`src/verilog/rv_fetch_pkg.sv`:
```
package rv_fetch_pkg;

  localparam int XLEN = 32;

  typedef logic [XLEN-1:0] xlen_t;

  // Major opcodes that matter to the front end
  typedef enum logic [6:0] {
    OPCODE_JAL    = 7'b1101111,
    OPCODE_JALR   = 7'b1100111,
    OPCODE_BRANCH = 7'b1100011
  } opcode_e;

  // Instruction class handed to decode
  typedef enum logic [2:0] {
    OPC_OTHER  = 3'd0,
    OPC_JAL    = 3'd1,
    OPC_JALR   = 3'd2,
    OPC_BRANCH = 3'd3
  } opclass_e;

  // BTB training strobe from a later stage
  typedef struct packed {
    logic  valid;
    xlen_t pc;
    xlen_t target;
  } btb_upd_t;

  // Redirect strobe, also flushes everything in flight
  typedef struct packed {
    logic  valid;
    xlen_t pc;
  } redirect_t;

  // IF/ID register contents
  typedef struct packed {
    logic  valid;
    xlen_t instr;
    xlen_t pc;
    logic  pred_taken;
    xlen_t pred_tgt;
  } if_id_t;

  // Registered packet toward decode
  typedef struct packed {
    logic     valid;
    opclass_e opclass;
    xlen_t    instr;
    xlen_t    pc;
    xlen_t    pc_plus4;
    logic     pred_taken;
    xlen_t    pred_tgt;
    xlen_t    imm_tgt;
  } id_pkt_t;

endpackage

```
`src/verilog/rv_btb.sv`:
```
`timescale 1ns/1ps

module rv_btb #(
  parameter int BTB_ENTRIES = 16
) (
  input  logic                  clk,
  input  logic                  reset_i,
  input  rv_fetch_pkg::xlen_t   lookup_pc_i,
  output logic                  hit_o,
  output rv_fetch_pkg::xlen_t   target_o,
  input  rv_fetch_pkg::btb_upd_t upd_i
);

  import rv_fetch_pkg::*;

  localparam int IDX_W = $clog2(BTB_ENTRIES);
  // Bits [1:0] are always zero for 32-bit instructions
  localparam int TAG_W = XLEN - 2 - IDX_W;

  logic [BTB_ENTRIES-1:0] valid_q;
  logic [TAG_W-1:0]       tag_q [BTB_ENTRIES];
  xlen_t                  tgt_q [BTB_ENTRIES];

  logic [IDX_W-1:0] lookup_idx;
  logic [TAG_W-1:0] lookup_tag;
  logic [IDX_W-1:0] upd_idx;
  logic [TAG_W-1:0] upd_tag;

  assign lookup_idx = lookup_pc_i[IDX_W+1:2];
  assign lookup_tag = lookup_pc_i[XLEN-1:IDX_W+2];
  assign upd_idx    = upd_i.pc[IDX_W+1:2];
  assign upd_tag    = upd_i.pc[XLEN-1:IDX_W+2];

  // Combinational lookup on the current fetch PC
  assign hit_o    = valid_q[lookup_idx] && (tag_q[lookup_idx] == lookup_tag);
  assign target_o = tgt_q[lookup_idx];

  always_ff @(posedge clk) begin
    if (reset_i) begin
      valid_q <= '0;
    end else if (upd_i.valid) begin
      valid_q[upd_idx] <= 1'b1;
    end
  end

  // Tag and target storage, overwritten by each update
  always_ff @(posedge clk) begin
    if (upd_i.valid) begin
      tag_q[upd_idx] <= upd_tag;
      tgt_q[upd_idx] <= upd_i.target;
    end
  end

endmodule

```
`src/verilog/rv_pc_gen.sv`:
```
`timescale 1ns/1ps

module rv_pc_gen #(
  parameter rv_fetch_pkg::xlen_t RESET_PC = 32'h0000_1000
) (
  input  logic                   clk,
  input  logic                   reset_i,
  input  logic                   stall_i,
  input  rv_fetch_pkg::redirect_t redirect_i,
  input  logic                   btb_hit_i,
  input  rv_fetch_pkg::xlen_t    btb_target_i,
  output rv_fetch_pkg::xlen_t    pc_o,
  output logic                   pred_taken_o,
  output rv_fetch_pkg::xlen_t    pred_tgt_o,
  output logic                   imem_arvalid_o,
  output rv_fetch_pkg::xlen_t    imem_araddr_o
);

  import rv_fetch_pkg::*;

  xlen_t pc_q;
  logic  run_q;
  xlen_t pc_seq;
  xlen_t pc_pred;
  logic  issue;

  // Fetching starts one cycle after reset is released
  always_ff @(posedge clk) begin
    if (reset_i) begin
      run_q <= 1'b0;
    end else begin
      run_q <= 1'b1;
    end
  end

  assign issue  = run_q && !stall_i;
  assign pc_seq = pc_q + 32'd4;

  // Predicted next PC for the address being issued now
  assign pc_pred = btb_hit_i ? btb_target_i : pc_seq;

  // Redirect wins over stall and over the prediction
  always_ff @(posedge clk) begin
    if (reset_i) begin
      pc_q <= RESET_PC;
    end else if (redirect_i.valid) begin
      pc_q <= redirect_i.pc;
    end else if (issue) begin
      pc_q <= pc_pred;
    end
  end

  assign imem_arvalid_o = issue;
  assign imem_araddr_o  = pc_q;

  // Request side-band, registered by the IF stage
  assign pc_o         = pc_q;
  assign pred_taken_o = btb_hit_i;
  assign pred_tgt_o   = pc_pred;

endmodule

```
`src/verilog/rv_stage_if.sv`:
```
`timescale 1ns/1ps

module rv_stage_if (
  input  logic                 clk,
  input  logic                 reset_i,
  input  logic                 stall_i,
  input  logic                 flush_i,
  input  logic                 fetch_valid_i,
  input  rv_fetch_pkg::xlen_t  pc_i,
  input  logic                 pred_taken_i,
  input  rv_fetch_pkg::xlen_t  pred_tgt_i,
  input  rv_fetch_pkg::xlen_t  imem_rdata_i,
  output rv_fetch_pkg::if_id_t if_id_o
);

  import rv_fetch_pkg::*;

  logic  valid_q;
  xlen_t pc_q;
  logic  pred_taken_q;
  xlen_t pred_tgt_q;

  // Capture the side-band of each accepted request
  //
  // The memory returns the matching word in the following cycle and
  // keeps it while no new request is accepted, so under stall the
  // registered fields and the read data stay paired
  always_ff @(posedge clk) begin
    if (reset_i || flush_i) begin
      valid_q <= 1'b0;
    end else if (!stall_i) begin
      valid_q      <= fetch_valid_i;
      pc_q         <= pc_i;
      pred_taken_q <= pred_taken_i;
      pred_tgt_q   <= pred_tgt_i;
    end
  end

  always_comb begin
    if_id_o.valid      = valid_q;
    if_id_o.instr      = imem_rdata_i;
    if_id_o.pc         = pc_q;
    if_id_o.pred_taken = pred_taken_q;
    if_id_o.pred_tgt   = pred_tgt_q;
  end

endmodule

```
`src/verilog/rv_predecode.sv`:
```
`timescale 1ns/1ps

module rv_predecode (
  input  logic                  clk,
  input  logic                  reset_i,
  input  logic                  stall_i,
  input  logic                  flush_i,
  input  rv_fetch_pkg::if_id_t  if_id_i,
  output rv_fetch_pkg::id_pkt_t id_o
);

  import rv_fetch_pkg::*;

  xlen_t    instr;
  xlen_t    imm_j;
  xlen_t    imm_b;
  opclass_e opclass;
  xlen_t    imm_tgt;
  id_pkt_t  pkt_d;
  id_pkt_t  pkt_q;

  assign instr = if_id_i.instr;

  // Sign-extended control-flow immediates
  assign imm_j = {{11{instr[31]}}, instr[31], instr[19:12], instr[20], instr[30:21], 1'b0};
  assign imm_b = {{19{instr[31]}}, instr[31], instr[7], instr[30:25], instr[11:8], 1'b0};

  always_comb begin
    case (instr[6:0])
      OPCODE_JAL: begin
        opclass = OPC_JAL;
        imm_tgt = if_id_i.pc + imm_j;
      end
      OPCODE_JALR: begin
        // Target depends on a register, not known here
        opclass = OPC_JALR;
        imm_tgt = '0;
      end
      OPCODE_BRANCH: begin
        opclass = OPC_BRANCH;
        imm_tgt = if_id_i.pc + imm_b;
      end
      default: begin
        opclass = OPC_OTHER;
        imm_tgt = '0;
      end
    endcase
  end

  always_comb begin
    pkt_d.valid      = if_id_i.valid;
    pkt_d.opclass    = opclass;
    pkt_d.instr      = instr;
    pkt_d.pc         = if_id_i.pc;
    pkt_d.pc_plus4   = if_id_i.pc + 32'd4;
    pkt_d.pred_taken = if_id_i.pred_taken;
    pkt_d.pred_tgt   = if_id_i.pred_tgt;
    pkt_d.imm_tgt    = imm_tgt;
  end

  // Flush drops the packet even while stalled
  always_ff @(posedge clk) begin
    if (reset_i || flush_i) begin
      pkt_q.valid <= 1'b0;
    end else if (!stall_i) begin
      pkt_q <= pkt_d;
    end
  end

  assign id_o = pkt_q;

endmodule

```
`src/verilog/rv_fetch_top.sv`:
```
`timescale 1ns/1ps

module rv_fetch_top #(
  parameter rv_fetch_pkg::xlen_t RESET_PC    = 32'h0000_1000,
  parameter int                  BTB_ENTRIES = 16
) (
  input  logic                    clk,
  input  logic                    reset_i,
  input  logic                    stall_i,
  input  rv_fetch_pkg::redirect_t redirect_i,
  input  rv_fetch_pkg::btb_upd_t  btb_upd_i,
  output logic                    imem_arvalid_o,
  output rv_fetch_pkg::xlen_t     imem_araddr_o,
  input  rv_fetch_pkg::xlen_t     imem_rdata_i,
  output rv_fetch_pkg::id_pkt_t   id_o
);

  import rv_fetch_pkg::*;

  logic   btb_hit;
  xlen_t  btb_target;
  xlen_t  fetch_pc;
  logic   pred_taken;
  xlen_t  pred_tgt;
  if_id_t if_id;
  logic   flush;

  // A redirect kills both pipeline stages
  assign flush = redirect_i.valid;

  rv_btb #(
    .BTB_ENTRIES(BTB_ENTRIES)
  ) rv_btb_inst (
    .clk        (clk),
    .reset_i    (reset_i),
    .lookup_pc_i(fetch_pc),
    .hit_o      (btb_hit),
    .target_o   (btb_target),
    .upd_i      (btb_upd_i)
  );

  rv_pc_gen #(
    .RESET_PC(RESET_PC)
  ) rv_pc_gen_inst (
    .clk           (clk),
    .reset_i       (reset_i),
    .stall_i       (stall_i),
    .redirect_i    (redirect_i),
    .btb_hit_i     (btb_hit),
    .btb_target_i  (btb_target),
    .pc_o          (fetch_pc),
    .pred_taken_o  (pred_taken),
    .pred_tgt_o    (pred_tgt),
    .imem_arvalid_o(imem_arvalid_o),
    .imem_araddr_o (imem_araddr_o)
  );

  rv_stage_if rv_stage_if_inst (
    .clk          (clk),
    .reset_i      (reset_i),
    .stall_i      (stall_i),
    .flush_i      (flush),
    .fetch_valid_i(imem_arvalid_o),
    .pc_i         (fetch_pc),
    .pred_taken_i (pred_taken),
    .pred_tgt_i   (pred_tgt),
    .imem_rdata_i (imem_rdata_i),
    .if_id_o      (if_id)
  );

  rv_predecode rv_predecode_inst (
    .clk    (clk),
    .reset_i(reset_i),
    .stall_i(stall_i),
    .flush_i(flush),
    .if_id_i(if_id),
    .id_o   (id_o)
  );

endmodule

```
`config.mk`:
```
export PLATFORM = sky130hd
export DESIGN_NAME = rv_fetch_top
export DESIGN_NICKNAME = d
export VERILOG_FILES = /design/src/verilog/rv_fetch_pkg.sv /design/src/verilog/rv_btb.sv /design/src/verilog/rv_pc_gen.sv /design/src/verilog/rv_stage_if.sv /design/src/verilog/rv_predecode.sv /design/src/verilog/rv_fetch_top.sv
export SDC_FILE = /design/constraint.sdc
export NUM_CORES = 1
export LEC_CHECK = 0
export BUFFER_PORTS_ARGS = -buffer_cell sky130_fd_sc_hd__buf_2
export CAP_MARGIN = 20
export CORE_ASPECT_RATIO = 0.75
export CORE_UTILIZATION = 26
export CTS_CLUSTER_DIAMETER = 60
export DETAILED_ROUTE_END_ITERATION = 12
export PLACE_DENSITY = 0.48
export SKIP_LAST_GASP = 1
export SYNTH_ARGS = -nofsm -noshare
export SYNTH_HDL_FRONTEND = slang
export SYNTH_SLANG_ARGS = --single-unit
```
`constraint.sdc`:
```
create_clock -name clk -period 19.06 [get_ports clk]
set_input_delay 4.765 -clock clk [delete_from_list [all_inputs] [get_ports clk]]
set_output_delay 4.765 -clock clk [all_outputs]
set_load 0.03 [all_outputs]
```
==> impl_metrics.tcl, run 1 <==
set metrics [dict create \
    ys_warn_count 0 \
    synthXorXnorAreaFrac_pct 2.038 \
    postRouteAntennaNets 0 \
    cts.clk_slew.worst_paths_ns 0.06 \
    hold_viol 0 \
    synthMuxAreaShare_pct 14.27 \
    seqCellArea_sq_um 35770 \
    max_freq_mhz 93.44 \
    grt_pass1_wl_microns 205800 \
    period_share_pct 56.15 \
    timing_max_transition_violations_final 0 \
    core_sq_um 183600 \
    yosysUniqueCellTypes 67 \
    leakagePower_nw 18.49 \
    antenna_found_initial 45 \
    hpwl_microns 93200 \
    maxCapViolations 0 \
    vias 25754 \
    routed_via_density 4.714 \
    start_util_pct 26.21 \
    synth-simple-area-share_pct 3.868 \
    setup_viol 0 \
    crit_required_ns 14.30 \
    vdd_ir_drop_max_mv 0.07464 \
    die_x_microns 498.8 \
    drcViolationCount 0 \
    hold_path_class "reg -> reg" \
    max-slew-margin-rel_pct 21.08 \
    async_flop_share_pct 0 \
    grt_use_total_pct 15.65 \
    ys.flop_type "edfxtp_1" \
    synth_edf_count 1154 \
    clockBufferDepth 3 \
    synth_fp_nets 2695 \
    gp_congestion 0.8087 \
    outcome "complete, no violations" \
    hold_slack_ns 0.4137 \
    critPathCaptureType "output port" \
    synth_compound_area_share_pct 3.057 \
    pre_cts_slack_ns 8.318 \
    synthAdderAreaFrac_pct 0.9515 \
    crit_type "in -> out" \
    fin_worst_skew_ns 0.02444 \
    cts_hold_buffers 0 \
    grt_pass1_vias 25500 \
    area_growth_syn_to_layout_pct 18.28 \
    drt_pass1_iterations 7 \
    nNetsFinal 3108 \
    synth.avg_cell_area_sq_um 19.05 \
    cts_tree "done" \
    cts-buffers-inserted 121 \
    synth.most_common_cell "edfxtp_1" \
    rows 136 \
    yosysSeqAreaShare_pct 74.29 \
    ys_ff_latch 1209 \
    io_pins 331 \
    fin_ws_ns 8.358 \
    clk_latency_ns 0.75 \
    layout_min_cycle_time_ns 10.70 \
    routedWlPerCell_microns 27.17 \
    drt-initial-drc-count 2462 \
    start_kind "input pin" \
    cts_root_buf "clkbuf_16" \
    yosysTopAreaCell "edfxtp_1" \
    drive_gt1_share_pct 29.72 \
    ctsResizeCount 0 \
    synthCells 2526 \
    synth.area.top_cells "edfxtp_1, mux4_2, dfxtp_1, mux2i_1, xnor2_1" \
    setup_tns_ns 0 \
    dieArea_sq_um 186900 \
    rrSetupSlack_ns 12.94 \
    synth_top_family_by_area "multiplexers" \
    multi_input_area_sq_um 11780 \
    cp_data_arrival_time_ns 5.94 \
    port_buffers 327 \
    syn-cell-area_sq_um 48130 \
    wl_microns 148500 \
    overflow 0 \
    grt_max_degree 98 \
    rsz0062_at_grt "false" \
    clock-sinks 1209 \
    power_density_nw_per_um2 102.4 \
    fillCellCount 17772 \
    crit_fanout 16 \
    synth_top_area_share_pct 72.00 \
    synth_common_cells "edfxtp_1, mux4_2, nor2_1" \
    die_y_microns 374.6 \
    worst_pin_slew_ns 1.171 \
    post_cts.repair.setup_buffers 0 \
    htree_levels 3 \
]
[state kept, by name, indices dropped and copies added (netlist names), named ones only]
name,flops
rv_stage_if_inst.pred_taken_q,1
rv_pc_gen_inst.run_q,1
rv_btb_inst.valid_q,16
rv_btb_inst.tgt_q,512
rv_stage_if_inst.valid_q,1
rv_stage_if_inst.pred_tgt_q,32
rv_pc_gen_inst.imem_araddr_o,32
rv_stage_if_inst.pc_q,32
rv_predecode_inst.id_o,162
rv_btb_inst.tag_q,416
[cell type report]
type,count,share of cell area (%)
flip-flops and latches,1209,62.83
multi-input cells,1156,20.68
clock buffers,159,5.732
well taps,2415,5.308
repair buffers,411,4.026
clock inverters,70,1.143
inverters,40,0.2637
diodes,3,0.01319
[worst max-delay path, cell delays in order]
cell and delay, ns:
buf_2 0.14, nand2b_1 0.30, inv_2 0.42, buf_2 0.29
[final timing paths]
| path | from | end | cells past startpoint |
|---|---|---|---|
| max | stall_i | imem_arvalid_o | 4 |
| min | rv_stage_if_inst.pred_tgt_q[13]$_DFFE_PP_ | rv_predecode_inst.id_o[45]$_DFFE_PP_ | 0 |
| max reg2reg | flop | flop | 14 |
| min reg2reg | rv_stage_if_inst.pred_tgt_q[13]$_DFFE_PP_ | rv_predecode_inst.id_o[45]$_DFFE_PP_ | 0 |
[placed cells by master, fill, tap and decap left out, drive strengths merged, types with 12 or more instances in the layout]
cell,instances
a21oi,51
nand2,121
a22oi,15
nand3,41
ha,35
clkbuf,159
xor2,35
mux4,246
edfxtp,1154
nand4,16
and3,21
clkinv,50
a21o,14
o21ai,76
inv,47
nor2,129
nor3,24
nand2b,12
mux2i,92
mux2,36
dfxtp,55
xnor2,77
buf,411
[per-layer routing]
| metal | vias up | global-route usage (%) | wire (microns) |
|---|---|---|---|
| met3 | 202 | 3.087 | 8964 |
| met2 | 914 | 25.46 | 70270 |
| met1 | 13623 | 21.82 | 66540 |
| met4 | 22 | 2.666 | 2550 |
| li1 | 10993 | - | - |
| met5 | - | 0 | 125 |
[through the flow]
stage                     area, sq um  instances  power, mW  utilization [%]
final                           56930       5463      5.829            31.01
after global routing            56920       5460      6.016            31.00
after CTS                       56920       5460      5.896            31.00
after detailed placement        53010       5231      3.508            28.87
after global placement          52990       5230      3.506            28.86
after floorplan                 48130       2526      3.320                -
[power by group]
| group | internal, mW | leakage [nW] | switching, mW |
|---|---|---|---|
| clock network | 1.34 | 1.91 | 1.04 |
| registers | 2.97 | 10.9 | 0.0365 |
| logic | 0.162 | 5.63 | 0.276 |
| total | 4.47 | 18.5 | 1.36 |
[kinds of logic after synthesis]
logic type	Yosys count
adder cells (fa/ha/maj)	36
AO/OA/AOI/OAI	230
multiplexers	374
XOR/XNOR	112
buffers and inverters	161
AND/OR/NAND/NOR	403
other	1
flip-flops	1209
No activity file was read; power rests on OpenSTA's default activity.
==> inputs of run 2 (changes only) <==
--- a/config.mk
+++ b/config.mk
@@ -11,7 +11,7 @@
 export CORE_UTILIZATION = 26
 export CTS_CLUSTER_DIAMETER = 60
 export DETAILED_ROUTE_END_ITERATION = 12
-export PLACE_DENSITY = 0.48
+export PLACE_DENSITY = 0.49
 export SKIP_LAST_GASP = 1
 export SYNTH_ARGS = -nofsm -noshare
 export SYNTH_HDL_FRONTEND = slang
==> constraint.sdc (replaced) <==
create_clock -name clk -period 9.83 [get_ports clk]
set_input_delay 2.4575 -clock clk [delete_from_list [all_inputs] [get_ports clk]]
set_output_delay 2.4575 -clock clk [all_outputs]
set_load 0.03 [all_outputs]
==> impl_metrics.tcl, run 2 (synthesis gave the netlist of run 1 again) <==
set metrics [dict create \
    outcome "complete, no violations" \
    utilization_pct 31.01 \
    multi_input_area_sq_um 11780 \
    hold_end "rv_predecode_inst.id_o[58]$_DFFE_PP_" \
    p_total_mw 11.31 \
    hold_path_class "reg -> reg" \
    max_freq_mhz 150.7 \
    mostFrequentLayoutCells "edfxtp_1, buf_2, mux4_2" \
    grt_pass1_vias 25742 \
    largest_reg_flops 512 \
    min_from "rv_stage_if_inst.pred_tgt_q[26]$_DFFE_PP_" \
    hpwl_microns 92840 \
    power_density_nw_per_um2 198.6 \
    antenna_found_initial 46 \
    vias 25607 \
    timing_max_transition_violations_final 0 \
    drt-initial-drc-count 2352 \
    drt_pass1_iterations 5 \
    period_share_pct 67.50 \
    cts_hold_buffers 0 \
    rrSetupSlack_ns 4.16 \
    io_pins 331 \
    cts_tree "done" \
    r2r_end "rv_pc_gen_inst.imem_araddr_o[23]$_SDFFE_PP0N_" \
    ff2ff_path_depth 13 \
    cp_data_arrival_time_ns 7.12 \
    holdPathStages 0 \
    cts_root_buf "clkbuf_16" \
    crit_fanout 14 \
    worst_pin_slew_ns 1.187 \
    crit_type "in -> reg" \
    clockBufferDepth 3 \
    grt_pass1_wl_microns 204100 \
    clk_latency_ns 0.74 \
    gp_congestion 0.8024 \
    maxCapViolations 0 \
    cts.clk_slew.worst_paths_ns 0.06 \
    grt_max_degree 118 \
    routed_via_density 4.702 \
    htree_levels 3 \
    crit_required_ns 10.31 \
    clock-sinks 1209 \
    area_growth_syn_to_layout_pct 18.28 \
    vdd_ir_drop_max_mv 0.1374 \
    grt_use_total_pct 15.45 \
    layoutNonFillerInstCount 5446 \
    critPathCaptureType "flop" \
    fillCellCount 17740 \
    rsz0062_at_grt "false" \
    max-slew-margin-rel_pct 20.03 \
    dieArea_sq_um 186900 \
    post_cts.repair.setup_buffers 0 \
    cts-buffers-inserted 120 \
    final_area_sq_um 56930 \
    placedInstanceArea_sq_um 52950 \
    overflow 0 \
    fin_worst_skew_ns 0.02176 \
    rows 136 \
    start_util_pct 26.21 \
    routedWlPerCell_microns 26.83 \
    setup_viol 0 \
    layout_commonest_cell "edfxtp_1" \
    hold_viol 0 \
    core_sq_um 183600 \
    drcViolationCount 0 \
    die_x_microns 498.8 \
    start_kind "input pin" \
    nNetsFinal 3093 \
    wl_microns 146100 \
    port_buffers 327 \
    dp_cells 5216 \
    drive_gt1_share_pct 29.89 \
    layout_min_cycle_time_ns 6.635 \
    leakagePower_nw 18.46 \
    ctsResizeCount 0 \
    setup_tns_ns 0 \
    seqCellArea_sq_um 35770 \
    top_register "rv_btb_inst.tgt_q" \
    postRouteAntennaNets 0 \
    die_y_microns 374.6 \
]
==> run 2: final cells by class <==
type                            count  area share, %
Clock inverter                     81          1.422
Timing Repair Buffer              397          3.930
Sequential cell                  1209          62.83
Inverter                           40         0.2637
Multi-Input combinational cell   1156          20.69
Antenna cell                        7        0.03077
Clock buffer                      141          5.521
Tap cell                         2415          5.308
==> run 2: stage by stage <==
stage               hold WS (ns)  setup WS [ns]
floorplan                 0.4003         0.5911
global placement          0.4034          2.308
detailed placement        0.4045          2.400
CTS                       0.4069          3.182
global route              0.4237          2.942
finish                    0.4167          3.195
==> run 2: power breakdown <==
part | leakage [nW] | internal (mW) | total (mW) | switching, mW
clock | 1.94 | 2.63 | 4.63 | 2.00
combinational | 5.57 | 0.312 | 0.837 | 0.525
sequential | 10.9 | 5.76 | 5.84 | 0.0811
==> run 2: per-layer routing <==
layer | share of wire [%] | vias up | track usage (%)
met1 | 45 | 13538 | 21.51
met2 | 46 | 874 | 24.57
met4 | 2.0 | 22 | 3.129
li1 | - | 10970 | -
met3 | 6.4 | 203 | 3.546
met5 | 0.090 | - | 0
==> run 2: worst max path at each step <==
stage                    start                                  endpoint  cells past startpoint
2_1_floorplan   redirect_i[32]   rv_predecode_inst.id_o[0]$_SDFFCE_PP0P_                      4
3_3_place_gp   imem_rdata_i[1]  rv_predecode_inst.id_o[30]$_SDFFCE_PP0P_                     16
3_5_place_dp   imem_rdata_i[1]  rv_predecode_inst.id_o[30]$_SDFFCE_PP0P_                     16
4_1_cts        imem_rdata_i[1]  rv_predecode_inst.id_o[30]$_SDFFCE_PP0P_                     16
5_1_grt        imem_rdata_i[1]  rv_predecode_inst.id_o[30]$_SDFFCE_PP0P_                     16
6_report       imem_rdata_i[1]  rv_predecode_inst.id_o[30]$_SDFFCE_PP0P_                     16
==> run 2: worst max-delay path, stage by stage <==
cell	delay [ns]
buf_2	0.09
nor2b_1	0.14
nand4_1	0.17
nor3_2	0.80
mux2_2	0.44
ha_1	0.28
a21o_1	0.19
and4_1	0.22
o21ai_0	0.34
or3b_2	0.55
a31oi_1	0.29
o221ai_1	0.20
o41a_1	0.37
o41ai_1	0.33
xor2_1	0.18
nor2_1	0.05
